`src/mem_region_settings.svh`:
```
`ifndef MR_SETTINGS_SVH
`define MR_SETTINGS_SVH

// byte address and data word
`define MR_ADDR_WIDTH      32
`define MR_DATA_WIDTH      32
`define MR_BE_WIDTH        4

// word index bits of each local RAM
`define MR_RAM_ADDR_WIDTH  10

// nonzero value in these address bits selects the external region
`define MR_EXT_MSB         31
`define MR_EXT_LSB         24

`endif

```
`src/mem_region_pkg.sv`:
```
`include "mem_region_settings.svh"

package mem_region_pkg;

  // one request on a req/gnt/rvalid port
  typedef struct packed {
    logic [`MR_ADDR_WIDTH-1:0] addr;
    logic                      we;
    logic [`MR_BE_WIDTH-1:0]   be;
    logic [`MR_DATA_WIDTH-1:0] wdata;
  } mem_req_t;

  // rdata only meaningful on a read response
  typedef struct packed {
    logic                      rvalid;
    logic [`MR_DATA_WIDTH-1:0] rdata;
  } mem_rsp_t;

  // where the next lsu response comes from
  typedef enum logic [0:0] {
    SRC_EXT = 1'b0,
    SRC_RAM = 1'b1
  } rsp_src_e;

endpackage

```
`src/lsu_router.sv`:
```
`timescale 1ns/1ps

`include "mem_region_settings.svh"

module lsu_router (
  input  logic                     clk,
  input  logic                     rst_n,

  // from the load/store unit
  input  logic                     lsu_req_i,
  input  mem_region_pkg::mem_req_t lsu_i,
  output logic                     lsu_gnt_o,
  output mem_region_pkg::mem_rsp_t lsu_rsp_o,

  // to the data bank
  output logic                     ram_req_o,
  output mem_region_pkg::mem_req_t ram_o,
  input  logic                     ram_gnt_i,
  input  mem_region_pkg::mem_rsp_t ram_rsp_i,

  // to the external region
  output logic                     ext_req_o,
  output mem_region_pkg::mem_req_t ext_o,
  input  logic                     ext_gnt_i,
  input  mem_region_pkg::mem_rsp_t ext_rsp_i
);

  logic                     is_ext;
  mem_region_pkg::rsp_src_e src_q;
  mem_region_pkg::rsp_src_e src_d;

  // request side
  assign is_ext = |lsu_i.addr[`MR_EXT_MSB:`MR_EXT_LSB];

  always_comb
  begin
    ram_req_o = lsu_req_i & ~is_ext;
    ext_req_o = lsu_req_i & is_ext;
    ram_o     = lsu_i;
    ext_o     = lsu_i;
  end

  // grant comes from whichever target is addressed
  always_comb
  begin
    src_d     = src_q;
    lsu_gnt_o = 1'b0;
    if (ext_req_o)
    begin
      lsu_gnt_o = ext_gnt_i;
      src_d     = mem_region_pkg::SRC_EXT;
    end
    else if (ram_req_o)
    begin
      lsu_gnt_o = ram_gnt_i;
      src_d     = mem_region_pkg::SRC_RAM;
    end
  end

  always_ff @(posedge clk, negedge rst_n)
  begin
    if (!rst_n)
    begin
      src_q <= mem_region_pkg::SRC_RAM;
    end
    else
    begin
      src_q <= src_d;
    end
  end

  // response side
  always_comb
  begin
    case (src_q)
      mem_region_pkg::SRC_EXT:
      begin
        lsu_rsp_o = ext_rsp_i;
      end
      default:
      begin
        lsu_rsp_o = ram_rsp_i;
      end
    endcase
  end

  // only one response outstanding across a region switch
  rsp_exclusive_a : assert property (
    @(posedge clk) disable iff (!rst_n)
    !(ram_rsp_i.rvalid && ext_rsp_i.rvalid)
  ) else $error("data RAM and external responses in the same cycle");

endmodule

```
`config.mk`:
```
export PLATFORM = sky130hd
export DESIGN_NAME = lsu_router
export DESIGN_NICKNAME = d
export VERILOG_FILES = /design/src/mem_region_pkg.sv /design/src/lsu_router.sv
export VERILOG_INCLUDE_DIRS = /design/src
export SDC_FILE = /design/constraint.sdc
export NUM_CORES = 1
export LEC_CHECK = 0
export ABC_AREA = 0
export BUFFER_PORTS_ARGS = -buffer_cell sky130_fd_sc_hd__buf_2
export CORE_AREA = 8 8 117 119
export CTS_CLUSTER_SIZE = 30
export DETAILED_ROUTE_END_ITERATION = 7
export DIE_AREA = 0 0 125 127
export GPL_TIMING_DRIVEN = 0
export PLACE_DENSITY_LB_ADDON = 0.08
export SYNTH_ARGS = -nofsm -noshare
export SYNTH_HDL_FRONTEND = slang
export SYNTH_SLANG_ARGS = --single-unit
```
`constraint.sdc`:
```
create_clock -name clk -period 3.71 [get_ports clk]
set_clock_uncertainty 0.1 [all_clocks]
set_input_delay 0.742 -clock clk [delete_from_list [all_inputs] [get_ports clk]]
set_output_delay 0.742 -clock clk [all_outputs]
set_load 0.02 [all_outputs]
```
**Word level (Yosys, flattened, before mapping)**

Index checks and enable logic that the tools add are counted.

- Memory bits (read-only): 0
- Memories kept: 0
- RAM bits: 0
- Flip-flop bits (word level): 1
- Logic and storage cells: 11
- Latch bits: 0
- Input port bits: 140

- Reductions and logical operators: 2
- Mux-type cells: 5
- Bitwise operators: 3
- Equality and inequality tests: 0
- Magnitude comparators: 0
- $add $sub $neg: 0
- Shift operators: 0
- Multipliers: 0
- Div/mod/pow operators: 0

Operator list:

| kind | number |
|---|---|
| 33-bit two-way mux | 1 |
| 8-bit OR reduction | 1 |
| 1-bit two-way mux | 4 |
| 1-bit AND | 2 |
| 2-bit nonzero test | 1 |
| 1-bit inverter | 1 |

**Logic depth before layout (Yosys ltp)**

Gate-level depths: netlist (run 1).

- Depth in word-level cells: 5
- Gate-level depth with buffers: 3

**Worst setup path after synthesis (run 1)**

Ideal clock, no wire load.

- Path type: input to output
- Start: input port lsu_i[66] (netlist name)
- End: output port lsu_gnt_o
- Data required time: 2.868 ns
- Path buffers: 0
- Arrival: 1.844 ns
- Setup slack: 1.024 ns
- Stages on the path: 3
- Cell sequence: or4_4 -> nor2_4 -> mux2i_1

- Longest elaborated chain between the ends: 5
- Elaborated cells between the ends (all ways): 6
- Classes of those cells: 2 x mux; 3 x bitwise; 1 x reduce/logical

Ends and longest elaborated chain:

| item | RTL line | source |
|---|---|---|
| start: declaration | lsu_router.sv:11 | `input mem_region_pkg::mem_req_t lsu_i,` |
| 8-bit OR reduction * | lsu_router.sv:33 | `` assign is_ext = \|lsu_i.addr[`MR_EXT_MSB:`MR_EXT_LSB]; `` |
| 1-bit inverter | lsu_router.sv:37 | `ram_req_o = lsu_req_i & ~is_ext;` |
| 1-bit AND | lsu_router.sv:37 |  |
| 1-bit two-way mux | lsu_router.sv:53 | `else if (ram_req_o)` |
| 1-bit two-way mux * | lsu_router.sv:48 | `if (ext_req_o)` |
| end: declaration | lsu_router.sv:12 | `output logic lsu_gnt_o,` |

Every way passes the cells marked *; elsewhere a longest branch is shown, timed or not.

**Worst setup path after layout (run 1)**

Same ends and word-level chain as after synthesis.

==> results.py, run 1 <==
metrics = {
    "outcome": {
        "outcome": "finished clean",
    },
    "placed_design": {
        "dpl_cell_area_sq_um": 2970,
        "hpwl_microns": 7540,
        "routabilityCongestion": 0.724,
        "i_o_buffers": 252,
    },
    "pwr": {
        "power.leakage_uw": 0.00183,
        "power_per_cell_area_nw_per_um2": 138,
        "vdd.ir_drop.worst_uv": 41.9,
        "fin_total_pwr_uw": 411,
    },
    "sta": {
        "final.setup.tns_ns": 0,
        "setup_viol": 0,
        "worst_slew_margin_rel_pct": 72.5,
        "hold_slack_ns": 0.576,
        "min_period_ns": 2.79,
        "final_min_period_over_clock_period_pct": 75.2,
        "slew_at_the_pin_closest_to_its_max_slew_limit_ns": 0.412,
        "maxClockFrequency_ghz": 0.358,
        "final_hold_viol_count": 0,
        "report.final.slew_viol_count": 0,
        "rsz0062_at_grt": "false",
    },
    "cts": {
        "worst_skew_pair.late_latency_ns": 0,
        "path_clk_slew_ns": 0,
        "cts_resized": 0,
        "cts_hold_buf": 0,
        "cts_setup_buffers": 0,
    },
    "critical_path": {
        "reg2reg_slack_ns": 2.15,
        "worst_r2r_startpoint": "src_q",
        "worstRegToRegCells": 3,
        "critical-path-max-stage-delay_ns": 0.55,
        "worst_ep_required_time_ns": 2.87,
        "crit_path_max_delay_cell_type": "sky130_fd_sc_hd__or4_4",
        "startpoint_type": "input port",
        "r2r_end": "src_q",
        "worst_setup_path_end_kind": "output port",
        "worst_path_most_repeated_cell": "sky130_fd_sc_hd__buf_2",
        "timing.critical_path.arrival_ns": 1.95,
        "worstPathCellList": "buf_2, or4_4, nor2_4, mux2i_1, buf_2",
        "cp_max_fo": 4,
        "path_class": "input port to output port",
    },
    "route": {
        "wl_per_cell_microns": 13.5,
        "dr.first_iter.drc_count": 21,
        "ant_nets": 0,
        "num_vias": 1924,
        "drt-total-wl_microns": 7890,
        "drt-vias-per-instance": 3.29,
        "drt-pass1-iter-count": 4,
        "drc_markers": 0,
    },
    "global_routing": {
        "gr-total-overflow": 0,
        "number_of_antenna_violations_at_the_first_check_in_global_routing": 1,
        "grt_max_degree": 11,
        "grt_first_pass_wirelength_microns": 11600,
        "first_global_vias": 2163,
        "grt_usage_pct": 8.84,
    },
    "floorplanning": {
        "cell_rows": 40,
        "core_sq_um": 11800,
        "initial_core_util_pct": 12.9,
        "chipWidth_microns": 125,
        "die_h_microns": 127,
        "area_enclosed_by_the_die_boundary_sq_um": 15900,
        "number_of_top_level_design_ports": 314,
    },
    "yosys": {
        "post_synth_num_cell_types": 12,
        "ys_ff_latch": 1,
        "number_of_synthesis_warnings": 0,
        "netlist_instances": 185,
        "synth_seq_area_share_pct": 1.72,
        "mappedNetlistArea_sq_um": 1530,
        "postSynthNetCount": 325,
        "synth_area_per_cell_sq_um": 8.26,
    },
    "layout": {
        "final_nets": 579,
        "layout-area-overhead-vs-synth_pct": 94.6,
        "commonest_non_fill_non_tap_cell_in_the_layout": "sky130_fd_sc_hd__buf_2",
        "largest_register_ffs": 1,
        "reg_top3": "src_q x1",
        "fillCellCount": 1337,
        "post_route_cells_drive_above_1_share_pct": 96.3,
        "final-seq-area_sq_um": 26.3,
        "antenna_cells": 0,
        "register_ranked_first_by_flip_flop_count": "src_q",
        "final_core_util_pct": 25.2,
        "final_std_cell_area_no_fill_sq_um": 2970,
        "most-common-layout-cells": "255 x sky130_fd_sc_hd__buf_2, 138 x sky130_fd_sc_hd__buf_4, 24 x sky130_fd_sc_hd__mux2_2, 10 x sky130_fd_sc_hd__mux2_1",
        "multi_input_comb_area_sq_um": 447,
    },
    "min_path": {
        "hold_class": "input port to async pin",
    },
    "flow_run": {
        "max_cap_viol_count": 0,
    },
}
[cells in the mapped netlist]
library cell	n	share of area [%]
sky130_fd_sc_hd__mux2_1	10	7.4
sky130_fd_sc_hd__and2_1	1	0.41
sky130_fd_sc_hd__nand2_1	2	0.49
sky130_fd_sc_hd__clkbuf_1	1	0.25
sky130_fd_sc_hd__buf_2	3	0.98
sky130_fd_sc_hd__dfstp_2	1	1.7
sky130_fd_sc_hd__nor2_4	1	0.74
sky130_fd_sc_hd__mux2_2	24	18
sky130_fd_sc_hd__buf_4	138	68
sky130_fd_sc_hd__nor2b_1	1	0.41
sky130_fd_sc_hd__or4_4	2	1.5
sky130_fd_sc_hd__mux2i_1	1	0.66
[where the power goes]
part | total (uW) | switching (uW) | internal, uW
Clock | 0 | 0 | 0
Sequential | 11.2 | 0.00883 | 11.2
Combinational | 400 | 202 | 198
[per-stage QoR]
stage | worst slack (ns) | std cells
final | 0.919 | 584
after global routing | 0.861 | 584
after CTS | 0.904 | 584
after detailed placement | 0.912 | 584
after global placement | 0.929 | 584
after floorplan | 1.02 | 185
[kinds of logic (layout without fill, tap and decap cells)]
logic type / Yosys count / in the layout / synth area share [%]
flip-flops: 1 / 1 / 1.72
multiplexers: 35 / 35 / 25.7
AND/OR/NAND/NOR: 7 / 7 / 3.52
buffers and inverters: 142 / 394 / 69.0
[critical path, delay by kind of cell]
family	cells	cell delay (ns)
muxes	1	0.20
buffers and inverters	2	0.30
and+or+nand+nor	2	0.71
[metal layers]
| metal | global-route usage, % | routed length (microns) | vias up |
|---|---|---|---|
| li1 | - | - | 957 |
| met3 | 3.95 | 1020 | 2 |
| met2 | 19.4 | 4530 | 154 |
| met1 | 7.35 | 2330 | 809 |
| met4 | 0 | 4 | 2 |
| met5 | 0 | 10 | - |
[final cells by class]
| cell class | instances | area share (%) |
|---|---|---|
| Tap cell | 147 | 6.19 |
| Buffer | 142 | 35.5 |
| Sequential cell | 1 | 0.884 |
| Timing Repair Buffer | 252 | 42.4 |
| Multi-Input combinational cell | 42 | 15.0 |
[how the worst max path moves through the flow]
stage,start,to,slack [ns],cells past startpoint
2_1_floorplan,lsu_i[66],lsu_gnt_o,1.02,3
3_3_place_gp,lsu_i[66],lsu_gnt_o,0.93,5
3_5_place_dp,lsu_i[66],lsu_gnt_o,0.91,5
4_1_cts,lsu_i[66],lsu_gnt_o,0.90,5
5_1_grt,lsu_i[66],lsu_gnt_o,0.86,5
6_report,lsu_i[66],lsu_gnt_o,0.92,5
No activity file was read; power rests on OpenSTA's default activity.
==> run 2: changes to the inputs <==
ABC_AREA = 1   (was 0)
CORE_AREA = 8 8 115 117   (was 8 8 117 119)
DIE_AREA = 0 0 123 125   (was 0 0 125 127)
clock period = 2.36 ns   (was 3.71 ns; I/O delays follow)
==> run 2 against run 1 <==
Compared with the run above:
- final cell count increased by 15%
- die area decreased by 3.1%
- total power increased by 90%
- setup slack got worse by 0.35 ns
- global-route usage increased by 0.81 points
- sequential share of layout area about the same
- design area increased by 4.1%
- via count increased by 17%
- synthesized cell count increased by 46%
- wire length increased by 5.0%
- core utilization increased by 1.5 points
==> results.py, run 2 <==
metrics = {
    "outcome": {
        "outcome": "finished clean",
    },
    "route": {
        "drt-pass1-iter-count": 4,
        "num_vias": 2254,
        "drt-vias-per-instance": 3.37,
        "drt-total-wl_microns": 8280,
        "ant_nets": 0,
        "drc_markers": 0,
        "dr.first_iter.drc_count": 54,
        "wl_per_cell_microns": 12.4,
    },
    "yosys": {
        "synth_area_per_cell_sq_um": 6.11,
        "ys_async_sr_fraction_pct": 100,
        "mappedNetlistArea_sq_um": 1650,
        "yosysMostFrequentCell": "sky130_fd_sc_hd__buf_4",
        "synthTopCellsByCount": "138 x sky130_fd_sc_hd__buf_4, 95 x sky130_fd_sc_hd__nand2_1, 10 x sky130_fd_sc_hd__nand2_2",
        "top_reg_cell_synth": "sky130_fd_sc_hd__dfstp_2",
        "synth_seq_area_share_pct": 1.59,
        "netlist_instances": 270,
        "number_of_synthesis_warnings": 0,
        "postSynthNetCount": 410,
        "synth_top_cell_by_area": "sky130_fd_sc_hd__buf_4",
        "post_synth_num_cell_types": 11,
        "synth_enable_flop_cells": 0,
        "leading_post_synthesis_cells_by_cell_area": "sky130_fd_sc_hd__buf_4 63%, sky130_fd_sc_hd__nand2_1 22%, sky130_fd_sc_hd__buf_6 4.1%",
        "share_of_the_synthesized_area_in_the_top_cell_type_pct": 62.8,
        "ys_ff_latch": 1,
    },
    "global_routing": {
        "first_global_vias": 2478,
        "number_of_antenna_violations_at_the_first_check_in_global_routing": 0,
        "grt_max_degree": 11,
        "grt_first_pass_wirelength_microns": 12200,
        "gr-total-overflow": 0,
        "grt_usage_pct": 9.65,
    },
    "critical_path": {
        "worst_setup_path_end_kind": "output port",
        "startpoint_type": "input port",
        "crit_family": "simple AND/OR/NAND/NOR gates",
        "startpoint": "lsu_i[66]",
        "path_class": "input port to output port",
        "timing.critical_path.arrival_ns": 1.22,
        "worstRegToRegCells": 3,
        "critical-path-max-stage-delay_ns": 0.16,
        "cp_max_fo": 3,
        "worst_ep_required_time_ns": 1.79,
        "worstPathCellList": "buf_2, nor2_1, nand2_1, nor2_2, nand3_1, nand2_1, buf_2",
        "path_buf_inv": 2,
        "worst_r2r_startpoint": "src_q",
        "worst-path-stages": 7,
        "crit_path_max_delay_cell_type": "sky130_fd_sc_hd__buf_2",
    },
    "floorplanning": {
        "area_enclosed_by_the_die_boundary_sq_um": 15400,
        "die_h_microns": 125,
        "chipWidth_microns": 123,
        "cell_rows": 40,
        "core_sq_um": 11600,
        "initial_core_util_pct": 14.2,
        "number_of_top_level_design_ports": 314,
    },
    "layout": {
        "largest_register_ffs": 1,
        "final_nets": 664,
        "most-common-layout-cells": "252 x sky130_fd_sc_hd__buf_2, 138 x sky130_fd_sc_hd__buf_4, 95 x sky130_fd_sc_hd__nand2_1, 10 x sky130_fd_sc_hd__nand2_2, 8 x sky130_fd_sc_hd__nor2_1",
        "register_ranked_first_by_flip_flop_count": "src_q",
        "commonest_non_fill_non_tap_cell_in_the_layout": "sky130_fd_sc_hd__buf_2",
        "post_route_cells_drive_above_1_share_pct": 78.7,
        "layout-area-overhead-vs-synth_pct": 87.6,
        "fillCellCount": 1323,
        "antenna_cells": 0,
        "final_std_cell_area_no_fill_sq_um": 3100,
        "reg_top3": "src_q x1",
    },
    "sta": {
        "final_min_period_over_clock_period_pct": 75.8,
        "min_period_ns": 1.79,
        "final_hold_viol_count": 0,
        "maxClockFrequency_ghz": 0.559,
        "worst_slew_margin_rel_pct": 89.1,
        "rsz0062_at_grt": "false",
        "setup_viol": 0,
        "report.final.slew_viol_count": 0,
        "slew_at_the_pin_closest_to_its_max_slew_limit_ns": 0.164,
        "final.setup.tns_ns": 0,
    },
    "pwr": {
        "power_per_cell_area_nw_per_um2": 253,
        "clock_power_share_pct": 0,
        "power.leakage_uw": 0.00208,
        "int_power_uw": 370,
        "vdd.ir_drop.worst_uv": 73.2,
        "switching_power_uw": 412,
        "comb_power_share_pct": 97.4,
        "swShare_pct": 52.7,
        "share_seq_of_total_power_pct": 2.6,
    },
    "cts": {
        "cts_resized": 0,
        "cts_setup_buffers": 0,
        "cts_hold_buf": 0,
        "worst_skew_pair.late_latency_ns": 0,
        "path_clk_slew_ns": 0,
    },
    "placed_design": {
        "i_o_buffers": 252,
        "hpwl_microns": 7770,
        "routabilityCongestion": 0.713,
        "dpl_cell_area_sq_um": 3100,
    },
    "min_path": {
        "hold_class": "input port to async pin",
    },
    "flow_run": {
        "max_cap_viol_count": 0,
    },
}
[run 2: cell types whose count changed in the layout (fill, tap and decap cells not counted), sizes merged]
cell	change
mux2	-34
nand3	+2
and2	-1
inv	+7
nor2b	-1
nor2	+9
nand2	+103
mux2i	-1
clkbuf	-1
or4	-2
buf	+4
[run 2: path summary, 6_finish.rpt]
kind / end / slack, ns
min in group clk: src_q / 0.58
max in group asynchronous: src_q / 1.83
setup / recovery: lsu_gnt_o / 0.57
setup reg to reg: src_q / 1.35
hold reg to reg: src_q / 0.58
hold / removal: src_q / 0.31
[run 2: cell type report]
type / instances / area, sq um / share of cell area [%]
inverters: 7 / 33.8 / 1.09
well taps: 147 / 184 / 5.94
flip-flops and latches: 1 / 26.3 / 0.849
plain buffers: 145 / 1120 / 36.1
repair buffers: 252 / 1260 / 40.7
multi-input cells: 117 / 472 / 15.2
[run 2: routing by layer]
metal / wire length (microns) / up-vias / global-route usage (%)
met5: 0 / - / 0
met4: 63 / 0 / 0.638
met3: 1120 / 4 / 3.29
met2: 4780 / 142 / 21.3
met1: 2310 / 941 / 7.83
li1: - / 1167 / -
[run 2: power groups by stage]
stage / Combinational (uW) / Clock, uW / Sequential (uW)
3_5_place_dp: 775 / 0 / 20.0
2_1_floorplan: 511 / 0 / 19.9
3_3_place_gp: 778 / 0 / 20.0
6_report: 762 / 0 / 20.0
4_1_cts: 777 / 0 / 20.0
5_1_grt: 823 / 0 / 20.1
[run 2: kinds of logic after synthesis]
group | count (synthesis) | synth area share, %
buf+inv | 152 | 69.8
simple gates | 117 | 28.6
flops | 1 | 1.59
[run 2: stage by stage]
stage	utilization [%]	total power [uW]	setup WS [ns]	std cells	hold WS, ns
floorplan	-	531	0.774	270	0.224
global placement	26.7	798	0.549	669	0.310
detailed placement	26.7	795	0.552	669	0.308
CTS	26.7	797	0.549	669	0.308
global route	26.7	843	0.469	669	0.310
finish	26.7	782	0.571	669	0.305
[run 2: worst register-to-register path, delay by kind of cell, from the launching register on]
kind          cells  cell delay, ns
flops             1            0.50
simple gates      2            0.17
buf+inv           1            0.16
